**src/source/if_consts.svh**
```systemverilog
/*
 * Instruction fetch constants
 * Bus widths, buffer sizing and trap vector layout
 */
`ifndef IF_CONSTS_SVH
`define IF_CONSTS_SVH
`default_nettype none

// Address and data width of the instruction bus
`define IF_XLEN         32
// Buffer sizing
`define IF_BUF_DEPTH    2
`define IF_MAX_OUTSTND  2
`define IF_CNT_W        2
// Trap vector layout
`define IF_EXC_OFFSET   7
`define IF_MTVEC_W      25
`define IF_CAUSE_W      5

`default_nettype wire
`endif

```
**src/source/if_pkg.sv**
```systemverilog
/*
 * Instruction fetch package
 * PC select encoding and the payloads of the fetch buffers
 */
`include "if_consts.svh"
`default_nettype none

package if_pkg;

  // Source of the next fetch address on a redirect
  typedef enum logic [2:0] {
    PC_BOOT     = 3'd0,
    PC_JUMP     = 3'd1,
    PC_BRANCH   = 3'd2,
    PC_MRET     = 3'd3,
    PC_DRET     = 3'd4,
    PC_TRAP_EXC = 3'd5,
    PC_TRAP_IRQ = 3'd6,
    PC_TRAP_DBD = 3'd7
  } pc_mux_e;

  // One granted request still waiting for its response
  typedef struct packed {
    logic [`IF_XLEN-1:0] addr;
    logic                stale;   // Overtaken by a redirect
  } pend_t;

  // One fetched word waiting for the IF/ID register
  typedef struct packed {
    logic [`IF_XLEN-1:0] pc;
    logic [`IF_XLEN-1:0] instr;
    logic                err;
  } fetch_word_t;

endpackage

`default_nettype wire

```
**src/source/fifo_buf.sv**
```systemverilog
/*
 * Small synchronous FIFO
 * Circular storage with read and write pointers and an occupancy count,
 * emptied in one cycle by flush
 */
`include "if_consts.svh"
`default_nettype none

module fifo_buf #(
  parameter type T     = logic [7:0],
  parameter int  DEPTH = 2
) (
  input  wire logic                 clk,
  input  wire logic                 rst_n,
  input  wire logic                 push_i,
  input  wire T                     data_i,
  input  wire logic                 pop_i,
  input  wire logic                 flush_i,
  output      T                     data_o,
  output      logic                 empty_o,
  output      logic [`IF_CNT_W-1:0] count_o
);

  localparam int PTR_W = (DEPTH > 1) ? $clog2(DEPTH) : 1;

  T                     mem [DEPTH];
  logic [PTR_W-1:0]     rptr_q;
  logic [PTR_W-1:0]     wptr_q;
  logic [`IF_CNT_W-1:0] count_q;
  logic                 push_ok;
  logic                 pop_ok;

  // Pop only real entries, push only into free space
  assign pop_ok  = pop_i && (count_q != '0);
  assign push_ok = push_i && ((count_q < `IF_CNT_W'(DEPTH)) || pop_ok);

  always_ff @(posedge clk, negedge rst_n) begin
    if (!rst_n) begin
      rptr_q  <= '0;
      wptr_q  <= '0;
      count_q <= '0;
    end else if (flush_i) begin
      rptr_q  <= '0;
      wptr_q  <= '0;
      count_q <= '0;
    end else begin
      // Pointers wrap at DEPTH
      if (push_ok) begin
        wptr_q <= (wptr_q == PTR_W'(DEPTH - 1)) ? '0 : wptr_q + 1'b1;
      end
      if (pop_ok) begin
        rptr_q <= (rptr_q == PTR_W'(DEPTH - 1)) ? '0 : rptr_q + 1'b1;
      end
      count_q <= count_q + `IF_CNT_W'(push_ok) - `IF_CNT_W'(pop_ok);
    end
  end

  // Storage
  always_ff @(posedge clk) begin
    if (push_ok && !flush_i) begin
      mem[wptr_q] <= data_i;
    end
  end

  assign data_o  = mem[rptr_q];
  assign empty_o = (count_q == '0);
  assign count_o = count_q;

endmodule

`default_nettype wire

```
**src/source/fetch_requester.sv**
```systemverilog
/*
 * Fetch requester
 * Selects the next PC on a redirect and issues word fetches on the
 * instruction bus, keeping a request stable until it is granted
 */
`include "if_consts.svh"
`default_nettype none

module fetch_requester (
  input  wire logic                   clk,
  input  wire logic                   rst_n,
  input  wire logic                   pc_set_i,
  input  wire if_pkg::pc_mux_e        pc_mux_i,
  input  wire logic [`IF_XLEN-1:0]    boot_addr_i,
  input  wire logic [`IF_XLEN-1:0]    jump_target_i,
  input  wire logic [`IF_XLEN-1:0]    branch_target_i,
  input  wire logic [`IF_XLEN-1:0]    mepc_i,
  input  wire logic [`IF_XLEN-1:0]    dpc_i,
  input  wire logic [`IF_XLEN-1:0]    dm_halt_addr_i,
  input  wire logic [`IF_MTVEC_W-1:0] mtvec_addr_i,
  input  wire logic [`IF_CAUSE_W-1:0] irq_cause_i,
  input  wire logic                   instr_gnt_i,
  input  wire logic                   fetch_credit_i,
  output      logic                   instr_req_o,
  output      logic [`IF_XLEN-1:0]    instr_addr_o,
  output      logic                   req_push_o,
  output      if_pkg::pend_t          req_entry_o,
  output      logic                   csr_mtvec_init_o
);

  logic [`IF_XLEN-1:0] target;
  logic [`IF_XLEN-1:0] next_addr;
  logic [`IF_XLEN-1:0] fetch_addr_q;
  logic [`IF_XLEN-1:0] req_addr_q;
  logic                req_q;
  logic                active_q;
  logic                stale_q;
  logic                can_issue;

  ////////////////////////////////////////////////////////////
  // Target selection
  ////////////////////////////////////////////////////////////

  always_comb begin
    target = {boot_addr_i[`IF_XLEN-1:2], 2'b00};
    case (pc_mux_i)
      if_pkg::PC_BOOT:     target = {boot_addr_i[`IF_XLEN-1:2], 2'b00};
      if_pkg::PC_JUMP:     target = jump_target_i;
      if_pkg::PC_BRANCH:   target = branch_target_i;
      if_pkg::PC_MRET:     target = {mepc_i[`IF_XLEN-1:2], 2'b00};
      if_pkg::PC_DRET:     target = dpc_i;
      // Exceptions share the vector base
      if_pkg::PC_TRAP_EXC: target = {mtvec_addr_i, `IF_EXC_OFFSET'(0)};
      // Interrupts are vectored by cause
      if_pkg::PC_TRAP_IRQ: target = {mtvec_addr_i, irq_cause_i, 2'b00};
      if_pkg::PC_TRAP_DBD: target = {dm_halt_addr_i[`IF_XLEN-1:2], 2'b00};
      default:             target = {boot_addr_i[`IF_XLEN-1:2], 2'b00};
    endcase
  end

  // Boot redirect tells the CSR file to set up mtvec
  assign csr_mtvec_init_o = pc_set_i && (pc_mux_i == if_pkg::PC_BOOT);

  ////////////////////////////////////////////////////////////
  // Request issue
  ////////////////////////////////////////////////////////////

  // Redirect target goes straight into the next request
  assign next_addr = pc_set_i ? {target[`IF_XLEN-1:2], 2'b00} : fetch_addr_q;

  // New request when the bus slot frees up and the buffer has room
  assign can_issue = (active_q || pc_set_i) && fetch_credit_i && (!req_q || instr_gnt_i);

  always_ff @(posedge clk, negedge rst_n) begin
    if (!rst_n) begin
      req_q        <= 1'b0;
      active_q     <= 1'b0;
      stale_q      <= 1'b0;
      req_addr_q   <= '0;
      fetch_addr_q <= '0;
    end else begin
      if (pc_set_i) begin
        active_q <= 1'b1;
      end
      // Held request stays up until granted
      req_q <= (req_q && !instr_gnt_i) || can_issue;
      if (can_issue) begin
        req_addr_q   <= next_addr;
        fetch_addr_q <= next_addr + `IF_XLEN'(4);
      end else if (pc_set_i) begin
        fetch_addr_q <= {target[`IF_XLEN-1:2], 2'b00};
      end
      // A waiting request overtaken by a redirect belongs to the old stream
      if (pc_set_i && req_q && !instr_gnt_i) begin
        stale_q <= 1'b1;
      end else if (instr_gnt_i) begin
        stale_q <= 1'b0;
      end
    end
  end

  assign instr_req_o  = req_q;
  assign instr_addr_o = req_addr_q;

  // Granted request enters the pending queue
  assign req_push_o  = req_q && instr_gnt_i;
  assign req_entry_o = '{addr: req_addr_q, stale: stale_q || pc_set_i};

endmodule

`default_nettype wire

```
**src/source/fetch_buffer.sv**
```systemverilog
/*
 * Fetch buffer
 * Pairs bus responses with their pending addresses, drops responses of
 * a redirected stream and queues the fetched words
 */
`include "if_consts.svh"
`default_nettype none

module fetch_buffer (
  input  wire logic                clk,
  input  wire logic                rst_n,
  input  wire logic                pc_set_i,
  input  wire logic                req_push_i,
  input  wire if_pkg::pend_t       req_entry_i,
  input  wire logic                instr_rvalid_i,
  input  wire logic [`IF_XLEN-1:0] instr_rdata_i,
  input  wire logic                instr_err_i,
  input  wire logic                buf_pop_i,
  output      logic                fetch_credit_o,
  output      logic                buf_valid_o,
  output      if_pkg::fetch_word_t buf_word_o
);

  if_pkg::pend_t        pend_head;
  if_pkg::fetch_word_t  word_in;
  logic                 pend_empty;
  logic                 word_empty;
  logic [`IF_CNT_W-1:0] pend_cnt;
  logic [`IF_CNT_W-1:0] word_cnt;
  logic [`IF_CNT_W-1:0] drop_cnt_q;
  logic [`IF_CNT_W:0]   occupancy;
  logic                 pend_pop;
  logic                 resp_keep;

  // Pending addresses, in grant order
  fifo_buf #(
    .T     (if_pkg::pend_t),
    .DEPTH (`IF_MAX_OUTSTND)
  ) pend_fifo (
    .clk     (clk),
    .rst_n   (rst_n),
    .push_i  (req_push_i),
    .data_i  (req_entry_i),
    .pop_i   (pend_pop),
    .flush_i (1'b0),
    .data_o  (pend_head),
    .empty_o (pend_empty),
    .count_o (pend_cnt)
  );

  // Each response retires the oldest pending address
  assign pend_pop = instr_rvalid_i && !pend_empty;

  // Old stream responses are dropped by count or by stale mark
  assign resp_keep = pend_pop && (drop_cnt_q == '0) && !pend_head.stale && !pc_set_i;

  always_ff @(posedge clk, negedge rst_n) begin
    if (!rst_n) begin
      drop_cnt_q <= '0;
    end else if (pc_set_i) begin
      // Everything in flight now is dropped, less the one retiring
      drop_cnt_q <= pend_cnt - `IF_CNT_W'(pend_pop);
    end else if (pend_pop && (drop_cnt_q != '0)) begin
      drop_cnt_q <= drop_cnt_q - 1'b1;
    end
  end

  assign word_in = '{pc: pend_head.addr, instr: instr_rdata_i, err: instr_err_i};

  // Fetched words, emptied on redirect
  fifo_buf #(
    .T     (if_pkg::fetch_word_t),
    .DEPTH (`IF_BUF_DEPTH)
  ) word_fifo (
    .clk     (clk),
    .rst_n   (rst_n),
    .push_i  (resp_keep),
    .data_i  (word_in),
    .pop_i   (buf_pop_i),
    .flush_i (pc_set_i),
    .data_o  (buf_word_o),
    .empty_o (word_empty),
    .count_o (word_cnt)
  );

  assign buf_valid_o = !word_empty;

  // Room for one more request beyond anything granted this cycle
  assign occupancy = {1'b0, pend_cnt} + {1'b0, word_cnt} + (`IF_CNT_W+1)'(req_push_i);
  assign fetch_credit_o = occupancy < (`IF_CNT_W+1)'(`IF_BUF_DEPTH);

endmodule

`default_nettype wire

```
**src/source/if_id_register.sv**
```systemverilog
/*
 * IF/ID pipeline register
 * Stage valid/ready toward decode and the registered instruction with
 * its compressed and abort flags
 */
`include "if_consts.svh"
`default_nettype none

module if_id_register (
  input  wire logic                clk,
  input  wire logic                rst_n,
  input  wire logic                buf_valid_i,
  input  wire if_pkg::fetch_word_t buf_word_i,
  input  wire logic                halt_if_i,
  input  wire logic                kill_if_i,
  input  wire logic                id_ready_i,
  output      logic                buf_pop_o,
  output      logic                if_valid_o,
  output      logic [`IF_XLEN-1:0] pc_if_o,
  output      logic                id_valid_o,
  output      logic [`IF_XLEN-1:0] id_pc_o,
  output      logic [`IF_XLEN-1:0] id_instr_o,
  output      logic                id_compressed_o,
  output      logic [15:0]         id_compressed_instr_o,
  output      logic                id_abort_o
);

  logic handshake;
  logic compressed;

  // Halt and kill hide the head word from decode
  assign if_valid_o = buf_valid_i && !halt_if_i && !kill_if_i;
  // Kill discards the head, otherwise it leaves on a handshake
  assign buf_pop_o  = kill_if_i || (buf_valid_i && id_ready_i && !halt_if_i);
  assign pc_if_o    = buf_word_i.pc;
  assign handshake  = if_valid_o && id_ready_i;

  // 32-bit words end in 2'b11
  assign compressed = (buf_word_i.instr[1:0] != 2'b11);

  always_ff @(posedge clk, negedge rst_n) begin
    if (!rst_n) begin
      id_valid_o            <= 1'b0;
      id_pc_o               <= '0;
      id_instr_o            <= '0;
      id_compressed_o       <= 1'b0;
      id_compressed_instr_o <= '0;
      id_abort_o            <= 1'b0;
    end else if (handshake) begin
      id_valid_o      <= 1'b1;
      id_pc_o         <= buf_word_i.pc;
      id_instr_o      <= buf_word_i.instr;
      id_compressed_o <= compressed;
      // Bus error aborts the instruction downstream
      id_abort_o      <= buf_word_i.err;
      if (compressed) begin
        id_compressed_instr_o <= buf_word_i.instr[15:0];
      end
    end else if (id_ready_i) begin
      // Decode took the last one, nothing new
      id_valid_o <= 1'b0;
    end
  end

endmodule

`default_nettype wire

```
**src/source/if_stage.sv**
```systemverilog
/*
 * Instruction fetch stage
 * Next-PC selection, instruction bus requests, response buffering
 * and the IF/ID pipeline register
 */
`include "if_consts.svh"
`default_nettype none

module if_stage (
  input  wire logic                   clk,
  input  wire logic                   rst_n,
  // Redirect control
  input  wire logic                   pc_set_i,
  input  wire if_pkg::pc_mux_e        pc_mux_i,
  input  wire logic [`IF_XLEN-1:0]    boot_addr_i,
  input  wire logic [`IF_XLEN-1:0]    jump_target_i,
  input  wire logic [`IF_XLEN-1:0]    branch_target_i,
  input  wire logic [`IF_XLEN-1:0]    mepc_i,
  input  wire logic [`IF_XLEN-1:0]    dpc_i,
  input  wire logic [`IF_XLEN-1:0]    dm_halt_addr_i,
  input  wire logic [`IF_MTVEC_W-1:0] mtvec_addr_i,
  input  wire logic [`IF_CAUSE_W-1:0] irq_cause_i,
  output      logic                   csr_mtvec_init_o,
  // Instruction bus
  output      logic                   instr_req_o,
  output      logic [`IF_XLEN-1:0]    instr_addr_o,
  input  wire logic                   instr_gnt_i,
  input  wire logic                   instr_rvalid_i,
  input  wire logic [`IF_XLEN-1:0]    instr_rdata_i,
  input  wire logic                   instr_err_i,
  // Stage control and decode side
  input  wire logic                   halt_if_i,
  input  wire logic                   kill_if_i,
  input  wire logic                   id_ready_i,
  output      logic                   if_valid_o,
  output      logic [`IF_XLEN-1:0]    pc_if_o,
  output      logic                   id_valid_o,
  output      logic [`IF_XLEN-1:0]    id_pc_o,
  output      logic [`IF_XLEN-1:0]    id_instr_o,
  output      logic                   id_compressed_o,
  output      logic [15:0]            id_compressed_instr_o,
  output      logic                   id_abort_o
);

  logic                req_push;
  if_pkg::pend_t       req_entry;
  logic                fetch_credit;
  logic                buf_valid;
  if_pkg::fetch_word_t buf_word;
  logic                buf_pop;

  fetch_requester u_requester (
    .clk              (clk),
    .rst_n            (rst_n),
    .pc_set_i         (pc_set_i),
    .pc_mux_i         (pc_mux_i),
    .boot_addr_i      (boot_addr_i),
    .jump_target_i    (jump_target_i),
    .branch_target_i  (branch_target_i),
    .mepc_i           (mepc_i),
    .dpc_i            (dpc_i),
    .dm_halt_addr_i   (dm_halt_addr_i),
    .mtvec_addr_i     (mtvec_addr_i),
    .irq_cause_i      (irq_cause_i),
    .instr_gnt_i      (instr_gnt_i),
    .fetch_credit_i   (fetch_credit),
    .instr_req_o      (instr_req_o),
    .instr_addr_o     (instr_addr_o),
    .req_push_o       (req_push),
    .req_entry_o      (req_entry),
    .csr_mtvec_init_o (csr_mtvec_init_o)
  );

  fetch_buffer u_buffer (
    .clk            (clk),
    .rst_n          (rst_n),
    .pc_set_i       (pc_set_i),
    .req_push_i     (req_push),
    .req_entry_i    (req_entry),
    .instr_rvalid_i (instr_rvalid_i),
    .instr_rdata_i  (instr_rdata_i),
    .instr_err_i    (instr_err_i),
    .buf_pop_i      (buf_pop),
    .fetch_credit_o (fetch_credit),
    .buf_valid_o    (buf_valid),
    .buf_word_o     (buf_word)
  );

  if_id_register u_if_id (
    .clk                   (clk),
    .rst_n                 (rst_n),
    .buf_valid_i           (buf_valid),
    .buf_word_i            (buf_word),
    .halt_if_i             (halt_if_i),
    .kill_if_i             (kill_if_i),
    .id_ready_i            (id_ready_i),
    .buf_pop_o             (buf_pop),
    .if_valid_o            (if_valid_o),
    .pc_if_o               (pc_if_o),
    .id_valid_o            (id_valid_o),
    .id_pc_o               (id_pc_o),
    .id_instr_o            (id_instr_o),
    .id_compressed_o       (id_compressed_o),
    .id_compressed_instr_o (id_compressed_instr_o),
    .id_abort_o            (id_abort_o)
  );

endmodule

`default_nettype wire

```
**config.mk**
```make
export PLATFORM = sky130hd
export DESIGN_NAME = if_stage
export DESIGN_NICKNAME = d
export VERILOG_FILES = /design/src/source/if_pkg.sv /design/src/source/fifo_buf.sv /design/src/source/fetch_requester.sv /design/src/source/fetch_buffer.sv /design/src/source/if_id_register.sv /design/src/source/if_stage.sv
export VERILOG_INCLUDE_DIRS = /design/src /design/src/source
export SDC_FILE = /design/constraint.sdc
export NUM_CORES = 1
export LEC_CHECK = 0
export BUFFER_PORTS_ARGS = -buffer_cell sky130_fd_sc_hd__buf_2
export CAP_MARGIN = 30
export CORE_ASPECT_RATIO = 1.5
export CORE_MARGIN = 2
export CORE_UTILIZATION = 45
export CTS_BUF_LIST = sky130_fd_sc_hd__clkbuf_8
export CTS_CLUSTER_SIZE = 8
export DETAILED_ROUTE_END_ITERATION = 6
export HOLD_SLACK_MARGIN = 0.06
export PLACE_DENSITY = 0.74
export SKIP_LAST_GASP = 1
export SYNTH_ARGS = -nofsm -noshare
export SYNTH_HDL_FRONTEND = slang
export SYNTH_HIERARCHICAL = 1
export SYNTH_SLANG_ARGS = --single-unit
```
**constraint.sdc**
```tcl
create_clock -name clk -period 7 [get_ports clk]
set_input_delay 0 -clock clk [delete_from_list [all_inputs] [get_ports clk]]
set_output_delay 0 -clock clk [all_outputs]
set_load 0.01 [all_outputs]
```
==> results.md <==
* Slew @ Worst Pin at 1.03 ns
* M1 GR Usage at a little under a quarter
* Crit-path max FO at 44
* Post-route setup TNS at 0 ns
* First-pass GRT wire length at approximately 66000 um
* Tmin final at 3.84 ns
* P per Cell Area at approximately 320 nW/um^2
* Setup slack after layout at 3.16 ns
* Met3 usage at under 10%
* Worst Hold Class: in -> reg
* Crit path DAT at 4.37 ns
* Data required time at the worst endpoint at around 7.5 ns
* Placer Congestion at 0.928
* Die H at between 200 and 250 um
* I/O pin total at between 400 and 500
* Antenna viol nets, final at 0
* Yosys warnings at 6
* Synth area leader: edfxtp_1
* Row cnt at 87
* M2 GR Usage at 39.7%
* Worst VDD drop at 168 uV
* Register bit count reported by yosys at 356
* Post-DP HPWL at 31600 um
* Root buffer cell: clkbuf_8
* Via Count at 11900
* Worst path buffer plus inverter count at 2
* Period utilization at 54.9%
* WL final at approximately 44000 um
* Total power at 6580 uW
* Most used routing layer: met2
* Fin util at between 50 and 60%
* GRT Util Overall at 21.9%
* Final Hold Viols at 0
* Synth Instances at 1357
* CTS clk-pin slew, worst paths at 0.06 ns
* Largest net degree at the start of global routing at 75
* Worst setup SP type: flop
* Final slew viol count at 0
* Max-cap violations at 0
* Final setup viols at 0
* TritonCTS buffer count at 53
* Avg WL per Cell at 18.8 um
* Pre-Repair DR Iteration Count at 5
* CTS Buffer Depth at 3
* Antenna violations before repair at 6
* EDFF count, synth at 196
* Fmax at 260 MHz
* Core ar. at 37400 sq um
* Slowest CP cell: dlygate4sd3_1
* Part of the Yosys area used for sequential elements at 58.3%
* Drt initial violations at 651
* DP Worst Slack at 3.35 ns
* WHS at 0.128 ns
* CTS tree: built
* Critical path's top delay family: simple AND/OR/NAND/NOR gates
* DRC errors left at 0
* Post-synth top flop: edfxtp_1
* Critical path cell sequence: ha_1 > a21o_1 > fa_1 > nor2_1 > nand3_2 > buf_4 > nor4_2 > nand3_1 > or2_1 > nor3_1 > xnor2_1 > dlygate4sd3_1
* GRT overflow at 0
* Vias in the first global route at 12100
* Share of layout cells above drive strength 1 at 35.6%
* Nets at 2073
* Critical path type: reg -> reg
* Relative slew slack at 29.3%
* Vias per cell at 5.11
* Outcome: finished clean
* Netlist cell types at 92
* Worst skew pair latency at about 0.59 ns
* Area growth, synth to finish at 22.5%
* CTS H-tree depth at 2
* Port bufs at about 400
* Asr flop ratio synth at between 40% and 50%
* Netlist Area Pre-Place at 17000 sq um
* Die width at 163 um
* Unrepaired setup endpoints after global routing: false
* CP Capture Type: flop
* Initial core utilization at 45.3%
* Mean cell area of the mapped netlist at ~13 sq um
* Most common cell in the netlist: nand2_1
* Setup repair bufs after CTS at 0
* Top cell type's share of synthesized area at 34.7%
* Die area at around 40000 sq um
* Pleak at 0.00945 uW
* Synth top area cells: edfxtp_1 (35%), dfrtp_1 (24%), mux2_4 (6.9%)
* CP peak stage delay at 0.56 ns
* Commonest cells post-synth: nand2_1 (301), edfxtp_1 (196), dfrtp_1 (160)
* Num Clock Sinks at 356
* Layout Skew at 0.0266 ns
-- sequential cells by signal, indices dropped and copies added, names as in the netlist, 2 cells and up --
| register | count |
|---|---|
| u_buffer/drop_cnt_q | 2 |
| u_buffer/pend_fifo/count_o | 2 |
| u_buffer/pend_fifo/mem | 66 |
| u_buffer/word_fifo/count_o | 2 |
| u_buffer/word_fifo/mem | 130 |
| u_if_id/id_compressed_instr_o | 16 |
| u_if_id/id_instr_o | 32 |
| u_if_id/id_pc_o | 32 |
| u_requester/fetch_addr_q | 32 |
| u_requester/instr_addr_o | 32 |
-- cell families (layout without fill, tap and decap cells) --
kind of cell | count (synthesis) | count (layout) | synth area share [%]
AOI/OAI and AO/OA | 155 | 155 | 6.54
xor gates and xnor gates | 38 | 38 | 2.01
and+or+nand+nor | 465 | 465 | 12.8
other | 1 | 9 | 0.0221
adders and majority gates | 9 | 9 | 0.708
muxes | 167 | 167 | 12.9
DFF | 356 | 356 | 58.3
buffers and inverters | 166 | 645 | 6.78
-- cells in the final DEF, fill, tap and decap left out, types with 21 or more instances in the layout --
cell | Yosys | layout
a21oi_1 | 24 | 24
buf_2 | 20 | 401
clkbuf_8 | 0 | 59
dfrtp_1 | 160 | 158
dlygate4sd3_1 | 0 | 97
edfxtp_1 | 196 | 196
inv_1 | 27 | 63
mux2_2 | 44 | 44
mux2_4 | 78 | 78
mux2i_1 | 38 | 38
nand2_1 | 301 | 301
nand2b_1 | 29 | 29
nor2_1 | 42 | 42
o21ai_0 | 30 | 30
xor2_1 | 21 | 21
-- power breakdown --
group,switching [uW],internal [uW]
clock network,757,808
logic,1080,923
registers,303,2720
total,2140,4450
-- per-layer routing --
layer / share of wire (%) / vias up
met5: 0.036 / -
met4: 5.9 / 2
met3: 6.5 / 114
met2: 52 / 561
met1: 36 / 5656
li1: - / 5599
-- per-stage QoR --
stage	cell area [sq um]	cells
2_1_floorplan	17000	1363
3_3_place_gp	18700	2132
3_5_place_dp	18800	2133
4_1_cts	20800	2330
5_1_grt	20800	2333
6_report	20800	2333
-- worst reg2reg max path: stages, from the launching register on --
cell and delay (ns):
dfrtp_1 0.43, ha_1 0.32, a21o_1 0.17, fa_1 0.44, nor2_1 0.20, nand3_2 0.08
buf_4 0.28, nor4_2 0.29, nand3_1 0.14, or2_1 0.45, nor3_1 0.28, xnor2_1 0.14
dlygate4sd3_1 0.56
-- worst paths after layout --
check / cells past startpoint / slack, ns / endpoint / startpoint
max: 12 / 3.16 / u_requester/fetch_addr_q[25] / u_buffer/pend_fifo/count_o[0]
min in group asynchronous: 3 / 0.54 / u_if_id/id_compressed_instr_o[2] / rst_n
max reg2reg: 12 / 3.16 / u_requester/fetch_addr_q[25] / u_buffer/pend_fifo/count_o[0]
max in group asynchronous: 5 / 5.53 / u_buffer/word_fifo/rptr_q / rst_n
min: 4 / 0.13 / u_requester/fetch_addr_q[26] / branch_target_i[26]
min reg2reg: 2 / 0.47 / u_if_id/id_instr_o[13] / u_if_id/id_instr_o[13]
-- timing repair --
item / in CTS / in global routing
gates resized for setup: 0 / 0
hold buffers: 98 / 0
endpoints found under the hold margin: 238 / 0
-- layout make-up --
cell class	instances	area [sq um]
Tap cell	489	612
Inverter	28	105
Multi-Input combinational cell	841	6000
Clock buffer	59	812
Clock inverter	40	191
Sequential cell	356	9890
Timing Repair Buffer	518	3180
Antenna cell	2	5.00
Fill cell	3071	16700
Power figures use the tool's default switching activity.
